--- src/isa_pkg.sv ---
`default_nettype none

// Constants of the MIPS-style instruction set used by the issue stage
package isa_pkg;

    // Register file geometry
    localparam int reg_addr_width = 5;
    localparam int num_regs       = 32;

    // Datapath width
    localparam int word_width = 32;

    // Shift amount comes from the low bits of the first operand
    localparam int shamt_width = 5;

    // Primary opcode and function field widths
    localparam int op_width    = 6;
    localparam int funct_width = 6;

    typedef logic [reg_addr_width-1:0] reg_addr_t;
    typedef logic [word_width-1:0]     word_t;
    typedef logic [shamt_width-1:0]    shamt_t;
    typedef logic [op_width-1:0]       opcode_t;
    typedef logic [funct_width-1:0]    funct_t;

    // R-type instructions are decoded further by the function field
    localparam opcode_t op_special = 6'b000000;

    // Memory access opcodes
    localparam opcode_t op_lw = 6'b100011;
    localparam opcode_t op_sw = 6'b101011;

    // Function code of the multiply instruction under op_special
    localparam funct_t funct_mult = 6'b011000;

endpackage

`default_nettype wire
--- src/issue_pkg.sv ---
`default_nettype none

// Types shared between decode, issue, the scoreboard and execute
package issue_pkg;

    // Functional unit chosen for an instruction
    // unit_none marks an empty slot toward execute
    typedef enum logic [1:0] {
        unit_alu  = 2'b00,
        unit_mem  = 2'b01,
        unit_mul  = 2'b10,
        unit_none = 2'b11
    } unit_t;

    // Cycles left until a register result is written
    typedef logic [2:0] row_t;

    // Instruction as handed over by decode
    typedef struct packed {
        isa_pkg::opcode_t  op;
        isa_pkg::funct_t   funct;
        isa_pkg::reg_addr_t addr_a;
        isa_pkg::reg_addr_t addr_b;
        logic              uses_b;
        isa_pkg::reg_addr_t dest;
        logic              write_reg;
        isa_pkg::word_t    imm;
        logic [2:0]        aluop;
        logic              sel_alu_shift;
        logic              sel_imm_b;
        logic              unsig;
        logic [1:0]        shift_op;
        logic              read_mem;
        logic              write_mem;
        logic              sel_w_source;
        logic              write_ov;
    } id_issue_t;

    // Instruction and its operands on the way to execute
    typedef struct packed {
        logic [2:0]        aluop;
        logic              sel_alu_shift;
        logic              sel_imm_b;
        logic              unsig;
        logic [1:0]        shift_op;
        logic              read_mem;
        logic              write_mem;
        logic              sel_w_source;
        logic              write_ov;
        isa_pkg::reg_addr_t dest;
        logic              write_reg;
        isa_pkg::word_t    imm;
        isa_pkg::word_t    rega;
        isa_pkg::word_t    regb;
        isa_pkg::shamt_t   shamt;
        unit_t             unit;
    } issue_ex_t;

    // Register file write from writeback
    typedef struct packed {
        logic              enable;
        isa_pkg::reg_addr_t addr;
        isa_pkg::word_t    data;
    } wb_t;

endpackage

`default_nettype wire

--- src/issue_top.sv ---
`default_nettype none

// Issue stage with its register file and scoreboard
module issue_top #(
    parameter issue_pkg::row_t alu_latency = 3'd1,
    parameter issue_pkg::row_t mem_latency = 3'd2,
    parameter issue_pkg::row_t mul_latency = 3'd4
) (
    input  logic                 clock,
    input  logic                 reset,

    // Decode side
    input  issue_pkg::id_issue_t id,
    input  logic                 id_valid,
    output logic                 stall,

    // Writeback into the register file
    input  issue_pkg::wb_t       wb,

    // Execute side
    output issue_pkg::issue_ex_t ex,
    output logic                 ex_valid
);

    isa_pkg::reg_addr_t rf_addr_a;
    isa_pkg::reg_addr_t rf_addr_b;
    isa_pkg::word_t     rf_data_a;
    isa_pkg::word_t     rf_data_b;
    logic               pending_a;
    logic               pending_b;
    logic               issue;
    isa_pkg::reg_addr_t issue_dest;
    logic               issue_write;
    issue_pkg::unit_t   issue_unit;

    reg_file i_reg_file (
        .clock  (clock),
        .reset  (reset),
        .addr_a (rf_addr_a),
        .addr_b (rf_addr_b),
        .data_a (rf_data_a),
        .data_b (rf_data_b),
        .wb     (wb)
    );

    // Same source addresses go to the register file and the scoreboard
    scoreboard #(
        .alu_latency (alu_latency),
        .mem_latency (mem_latency),
        .mul_latency (mul_latency)
    ) i_scoreboard (
        .clock       (clock),
        .reset       (reset),
        .addr_a      (rf_addr_a),
        .addr_b      (rf_addr_b),
        .pending_a   (pending_a),
        .pending_b   (pending_b),
        .issue       (issue),
        .issue_dest  (issue_dest),
        .issue_write (issue_write),
        .issue_unit  (issue_unit)
    );

    issue_stage i_issue_stage (
        .clock       (clock),
        .reset       (reset),
        .id          (id),
        .id_valid    (id_valid),
        .stall       (stall),
        .rf_addr_a   (rf_addr_a),
        .rf_addr_b   (rf_addr_b),
        .rf_data_a   (rf_data_a),
        .rf_data_b   (rf_data_b),
        .pending_a   (pending_a),
        .pending_b   (pending_b),
        .issue       (issue),
        .issue_dest  (issue_dest),
        .issue_write (issue_write),
        .issue_unit  (issue_unit),
        .ex          (ex),
        .ex_valid    (ex_valid)
    );

endmodule

`default_nettype wire

--- src/issue_stage.sv ---
`default_nettype none

// Hazard check, unit selection and the register toward execute
module issue_stage (
    input  logic                  clock,
    input  logic                  reset,

    // From decode
    input  issue_pkg::id_issue_t  id,
    input  logic                  id_valid,
    output logic                  stall,

    // Register file read ports
    output isa_pkg::reg_addr_t    rf_addr_a,
    output isa_pkg::reg_addr_t    rf_addr_b,
    input  isa_pkg::word_t        rf_data_a,
    input  isa_pkg::word_t        rf_data_b,

    // Scoreboard lookup and update
    input  logic                  pending_a,
    input  logic                  pending_b,
    output logic                  issue,
    output isa_pkg::reg_addr_t    issue_dest,
    output logic                  issue_write,
    output issue_pkg::unit_t      issue_unit,

    // Toward execute
    output issue_pkg::issue_ex_t  ex,
    output logic                  ex_valid
);

    issue_pkg::unit_t     sel_unit;
    issue_pkg::issue_ex_t ex_next;
    logic                 accept;

    // Second source only matters when the instruction reads it
    assign stall  = id_valid && (pending_a || (id.uses_b && pending_b));
    assign accept = id_valid && !stall;

    assign rf_addr_a = id.addr_a;
    assign rf_addr_b = id.addr_b;

    // Loads and stores to memory, mult to multiply, the rest to the ALU
    always_comb begin
        if ((id.op == isa_pkg::op_lw) || (id.op == isa_pkg::op_sw)) begin
            sel_unit = issue_pkg::unit_mem;
        end else if ((id.op == isa_pkg::op_special) && (id.funct == isa_pkg::funct_mult)) begin
            sel_unit = issue_pkg::unit_mul;
        end else begin
            sel_unit = issue_pkg::unit_alu;
        end
    end

    // Scoreboard update for the instruction leaving this cycle
    assign issue       = accept;
    assign issue_dest  = id.dest;
    assign issue_write = id.write_reg;
    assign issue_unit  = sel_unit;

    always_comb begin
        ex_next.aluop         = id.aluop;
        ex_next.sel_alu_shift = id.sel_alu_shift;
        ex_next.sel_imm_b     = id.sel_imm_b;
        ex_next.unsig         = id.unsig;
        ex_next.shift_op      = id.shift_op;
        ex_next.read_mem      = id.read_mem;
        ex_next.write_mem     = id.write_mem;
        ex_next.sel_w_source  = id.sel_w_source;
        ex_next.write_ov      = id.write_ov;
        ex_next.dest          = id.dest;
        ex_next.write_reg     = id.write_reg;
        ex_next.imm           = id.imm;
        ex_next.rega          = rf_data_a;
        ex_next.regb          = rf_data_b;
        ex_next.shamt         = rf_data_a[isa_pkg::shamt_width-1:0];
        ex_next.unit          = sel_unit;
    end

    always_ff @(posedge clock or negedge reset) begin
        if (!reset) begin
            ex       <= '0;
            ex.unit  <= issue_pkg::unit_none;
            ex_valid <= 1'b0;
        end else begin
            ex_valid <= accept;
            if (accept) begin
                ex <= ex_next;
            end else begin
                // A bubble leaves the payload as it was
                ex.unit <= issue_pkg::unit_none;
            end
        end
    end

endmodule

`default_nettype wire

--- src/scoreboard.sv ---
`default_nettype none

// Tracks results still in flight, one countdown row per register
module scoreboard #(
    parameter issue_pkg::row_t alu_latency = 3'd1,
    parameter issue_pkg::row_t mem_latency = 3'd2,
    parameter issue_pkg::row_t mul_latency = 3'd4
) (
    input  logic               clock,
    input  logic               reset,

    // Source lookups for the instruction waiting in issue
    input  isa_pkg::reg_addr_t addr_a,
    input  isa_pkg::reg_addr_t addr_b,
    output logic               pending_a,
    output logic               pending_b,

    // Issue strobe with the destination of the accepted instruction
    input  logic               issue,
    input  isa_pkg::reg_addr_t issue_dest,
    input  logic               issue_write,
    input  issue_pkg::unit_t   issue_unit
);

    issue_pkg::row_t rows [isa_pkg::num_regs];

    issue_pkg::row_t load_value;
    logic            load_en;

    // Latency of the unit the new instruction goes to
    always_comb begin
        case (issue_unit)
            issue_pkg::unit_alu: load_value = alu_latency;
            issue_pkg::unit_mem: load_value = mem_latency;
            issue_pkg::unit_mul: load_value = mul_latency;
            default:             load_value = '0;
        endcase
    end

    // Register zero never gets a row loaded
    assign load_en = issue && issue_write && (issue_dest != '0);

    always_ff @(posedge clock or negedge reset) begin
        if (!reset) begin
            for (int i = 0; i < isa_pkg::num_regs; i++) begin
                rows[i] <= '0;
            end
        end else begin
            for (int i = 0; i < isa_pkg::num_regs; i++) begin
                // A new issue overwrites a row that is still counting
                if (load_en && (issue_dest == isa_pkg::reg_addr_t'(i))) begin
                    rows[i] <= load_value;
                end else if (rows[i] != '0) begin
                    rows[i] <= rows[i] - 1'b1;
                end
            end
        end
    end

    // Row zero stays clear, so register zero is never pending
    assign pending_a = (rows[addr_a] != '0);
    assign pending_b = (rows[addr_b] != '0);

endmodule

`default_nettype wire

--- src/reg_file.sv ---
`default_nettype none

// Architectural register file
// Two combinational read ports, one write port from writeback
module reg_file (
    input  logic               clock,
    input  logic               reset,
    input  isa_pkg::reg_addr_t addr_a,
    input  isa_pkg::reg_addr_t addr_b,
    output isa_pkg::word_t     data_a,
    output isa_pkg::word_t     data_b,
    input  issue_pkg::wb_t     wb
);

    isa_pkg::word_t regs [isa_pkg::num_regs];

    logic write_en;

    // Writes to register zero are dropped
    assign write_en = wb.enable && (wb.addr != '0);

    always_ff @(posedge clock or negedge reset) begin
        if (!reset) begin
            for (int i = 0; i < isa_pkg::num_regs; i++) begin
                regs[i] <= '0;
            end
        end else if (write_en) begin
            regs[wb.addr] <= wb.data;
        end
    end

    // A write in this cycle shows up only after the edge
    always_comb begin
        if (addr_a == '0) begin
            data_a = '0;
        end else begin
            data_a = regs[addr_a];
        end
        if (addr_b == '0) begin
            data_b = '0;
        end else begin
            data_b = regs[addr_b];
        end
    end

endmodule

`default_nettype wire

--- config.mk ---
export PLATFORM = sky130hd
export DESIGN_NAME = issue_top
export DESIGN_NICKNAME = d
export VERILOG_FILES = /design/src/isa_pkg.sv /design/src/issue_pkg.sv /design/src/issue_top.sv /design/src/issue_stage.sv /design/src/scoreboard.sv /design/src/reg_file.sv
export SDC_FILE = /design/constraint.sdc
export NUM_CORES = 2
export LEC_CHECK = 0
export BUFFER_PORTS_ARGS = -buffer_cell sky130_fd_sc_hd__buf_4
export CAP_MARGIN = 10
export CORE_UTILIZATION = 59
export DETAILED_ROUTE_END_ITERATION = 12
export HOLD_SLACK_MARGIN = 0.02
export PLACE_DENSITY = 0.76
export SYNTH_ARGS = -nofsm -noshare
export SYNTH_HDL_FRONTEND = slang
export SYNTH_SLANG_ARGS = --single-unit
--- constraint.sdc ---
create_clock -name clock -period 2.87 [get_ports clock]
set_input_delay 0.4305 -clock clock [delete_from_list [all_inputs] [get_ports clock]]
set_output_delay 0.4305 -clock clock [all_outputs]
set_load 0.02 [all_outputs]
==> key figures <==
Clock tree
  • Clock Root Buffer: clkbuf_16
  • Clk Latency, worst-skew pair: 760 ps
  • CTS Buf Count: 134
  • Clock slew at the register clock pins of the worst setup and hold paths: 70 ps
  • CTS Sinks: 1237
  • Max H-tree Level: 4
  • CTS tree: built
  • CTS Buffer Depth: 3

GRT
  • GR Overflow Total: 0
  • Largest net degree at the start of global routing: 118
  • Number of antenna violations at the first check in global routing: 9
  • First-pass GRT wire length: 288000 µm
  • Total GRT Usage: 34.4%
  • Vias in the first global route: 45200

Detailed routing
  • DR pass1 iterations: 7
  • Via count: 43400
  • ANT nets after route: 0
  • Avg Vias per Cell: 6.85
  • DRC violations left: 0
  • Final wirelength: 190000 µm
  • Drt initial violations: 4195
  • DR WL/cell: 29.9 µm

Pwr
  • Comb pwr share: 27.4%
  • PD cells: 781 nW/µm²
  • VDD IR-drop max: 0.600 mV
  • Seq pwr share: 42.6%
  • Power Internal: 41.2 mW
  • Static leakage: 33.9 nW
  • Clk pwr share: 29.9%
  • Sw frac: 30.2%
  • Total power: 59.0 mW
  • Switching Power: 17.8 mW

STA
  • Worst-Margin Slew: 1190 ps
  • WHS: 79.2 ps
  • Maximum clock frequency: 315 MHz
  • Max Slew Vio Count: 0
  • Final worst path period share: 111%
  • RSZ-0062 raised after global routing: true
  • Final Skew: 32.0 ps
  • Final worst setup slack: -309 ps
  • Final setup vio count: 1
  • Max_slew headroom: 19.5%
  • Fin. Hold Viols: 0
  • Tmin final: 3180 ps

Critical path
  • FF-to-FF End: i_issue_stage.ex[15]
  • Worst EP required: 2440 ps
  • Worst Setup End Kind: primary output
  • FF-to-FF path depth: 12
  • Buf+Inv Stages, Crit Path: 1
  • Worst r2r src: i_scoreboard.rows[26]
  • Cell Chain, Critical Path: mux2_4 > a22oi_2 > nor2_1 > or4_4 > a21oi_4 > o21ai_2 > and2_1 > buf_6
  • CP top delay family: simple AND/OR/NAND/NOR gates
  • CP Max Fanout: 5
  • Worst path max stage delay: 550 ps
  • Reg-to-reg slack, setup: 90 ps
  • Worst path slowest cell: or4_4
  • Critical path launch point type: flop
  • CP Class: flop to primary output
  • CP Data Arrival Time: 2750 ps

Synthesis
  • Number of synthesized flops with an enable pin: 0
  • Distinct cells, synth: 57
  • Syn_area_per_cell: 14.4 µm²
  • Flops & latches, synth: 1237
  • Asr flop ratio synth: 100%
  • Mapped Nets: 4721
  • Yosys top cell by area: dfrtp_1
  • Post-synthesis sequential area ratio: 47.2%
  • Largest cells by area after synthesis: dfrtp_1, mux2_2, mux4_2
  • Synthesis warning total: 0
  • Cells after Synth: 4543
  • Area of the mapped netlist: 65600 µm²
  • Prevailing post-synth register cell: dfrtp_1
  • Share of the synthesized area in the top cell type: 47.1%

Outcome
  • Status: finished, violations left
  • Violated checks: setup timing

Final layout
  • Nets: 4948
  • Layout Cells excl Fill: 6345
  • Layout cells sized above 1: 48.5%
  • Most common cell after layout, fill and taps aside: dfrtp_1
  • Design area: 75600 µm²
  • Area growth syn-to-layout: 15.3%
  • Most frequent cells in the layout: dfrtp_1, mux2_2, mux4_2
  • Final core occ: 69.0%

Floorplan
  • Die area: 113000 µm²
  • Core area: 110000 µm²
  • Core Rows: 121
  • Chip width: 336 µm
  • Initial Utilization: 59.9%
  • I/O Pins: 237
  • Die Y-Extent: 336 µm

Run
  • Max cap viols: 0

Placed design
  • Gpl congestion: 0.861
  • Dpl cells: 6055
  • IO buf count: 236
  • Dpl hpwl: 113000 µm
  • Placed Area: 70500 µm²

Worst hold path
  • Worst hold path endpoint: i_issue_stage.ex[103]
  • Hold Path Stages: 3
  • Worst Hold Class: input port to flop
  • Min-delay src: id[44]
registers in the layout, summed over array words and instances (netlist names):
signal and cells:
i_issue_stage.ex_valid 1, i_scoreboard.rows 96, i_reg_file.regs 1024, i_issue_stage.ex 116
worst max path at each step:
stage	from	to	slack [ps]	cells past startpoint
after floorplan	id[56]	i_issue_stage.ex[47]	60	8
after global placement	id[51]	i_issue_stage.ex[24]	-200	9
after detailed placement	id[51]	i_issue_stage.ex[24]	-280	9
after CTS	i_scoreboard.rows[5]	stall	-350	8
after global routing	i_scoreboard.rows[26]	stall	-390	10
final	i_scoreboard.rows[5]	stall	-310	8
power groups by stage:
stage	Combinational [mW]	Sequential (mW)	Clock (mW)
final	16.2	25.2	17.7
after global routing	17.5	25.7	18.6
after CTS	16.2	25.1	17.9
after detailed placement	16.0	25.3	0
after global placement	15.4	25.0	0
after floorplan	10.5	25.2	0
layer usage:
| layer | global-route usage [%] | vias up | wire [µm] | share of wire [%] |
|---|---|---|---|---|
| met5 | 0 | - | 80 | 0.042 |
| met1 | 48.9 | 23000 | 76500 | 40 |
| met4 | 12.1 | 12 | 6540 | 3.4 |
| li1 | - | 17800 | - | - |
| met3 | 8.14 | 436 | 19300 | 10 |
| met2 | 52.2 | 2212 | 87400 | 46 |
tightest hold or removal path: cells and delay by family:
kind,cells,cell delay [ps]
simple gates,1,160
compound gates,1,100
buf+inv,1,110
cells in the mapped netlist (5+ instances only):
master and count:
nand2_1 122, o21ai_0 53, buf_6 10, buf_4 34, xnor2_1 32, o22ai_1 35
nor3_1 43, a21oi_1 127, clkbuf_1 279, mux2_2 1083, nor3b_1 9, o2111ai_1 28
dfrtp_1 1235, inv_1 70, nor2_1 78, mux2i_1 338, nand2b_1 36, nand3b_1 5
o221ai_1 106, mux2_4 25, ha_1 64, a211oi_1 7, nor4_1 20, buf_1 57
o211ai_1 5, buf_2 78, nor4b_1 24, mux4_2 484
cell families after synthesis:
group	synth area share, %
multiplexers	40.9
flip-flops	47.2
buffers and inverters	3.53
AO/OA/AOI/OAI	4.01
AND/OR/NAND/NOR	2.71
adder cells (fa/ha/maj)	1.22
XOR/XNOR	0.427
final cells by class:
| type | count | area, µm² |
|---|---|---|
| tap | 1476 | 1850 |
| fill | 7370 | 34000 |
| clock inverter | 40 | 507 |
| antenna | 1 | 2.50 |
| inverter | 72 | 272 |
| timing repair buffer | 551 | 5460 |
| multi-input combinational | 2774 | 32600 |
| sequential | 1237 | 31000 |
| clock buffer | 194 | 4000 |
metrics by stage:
stage | setup slack, ps | setup TNS, ps
after floorplan | 63.8 | 0
after global placement | -198 | -257
after detailed placement | -278 | -376
after CTS | -345 | -345
after global routing | -394 | -394
final | -309 | -309
timing repair:
| item | CTS | global route |
|---|---|---|
| pin swaps | 6 | 2 |
| resized for setup | 9 | 4 |
| cloned | 0 | 0 |
| setup buffers | 4 | 1 |
| endpoints found under the setup margin | 1 | 1 |
| hold buffers | 50 | 0 |
| hold endpoints to repair | 194 | 0 |
(Power assumes the default switching activity.)
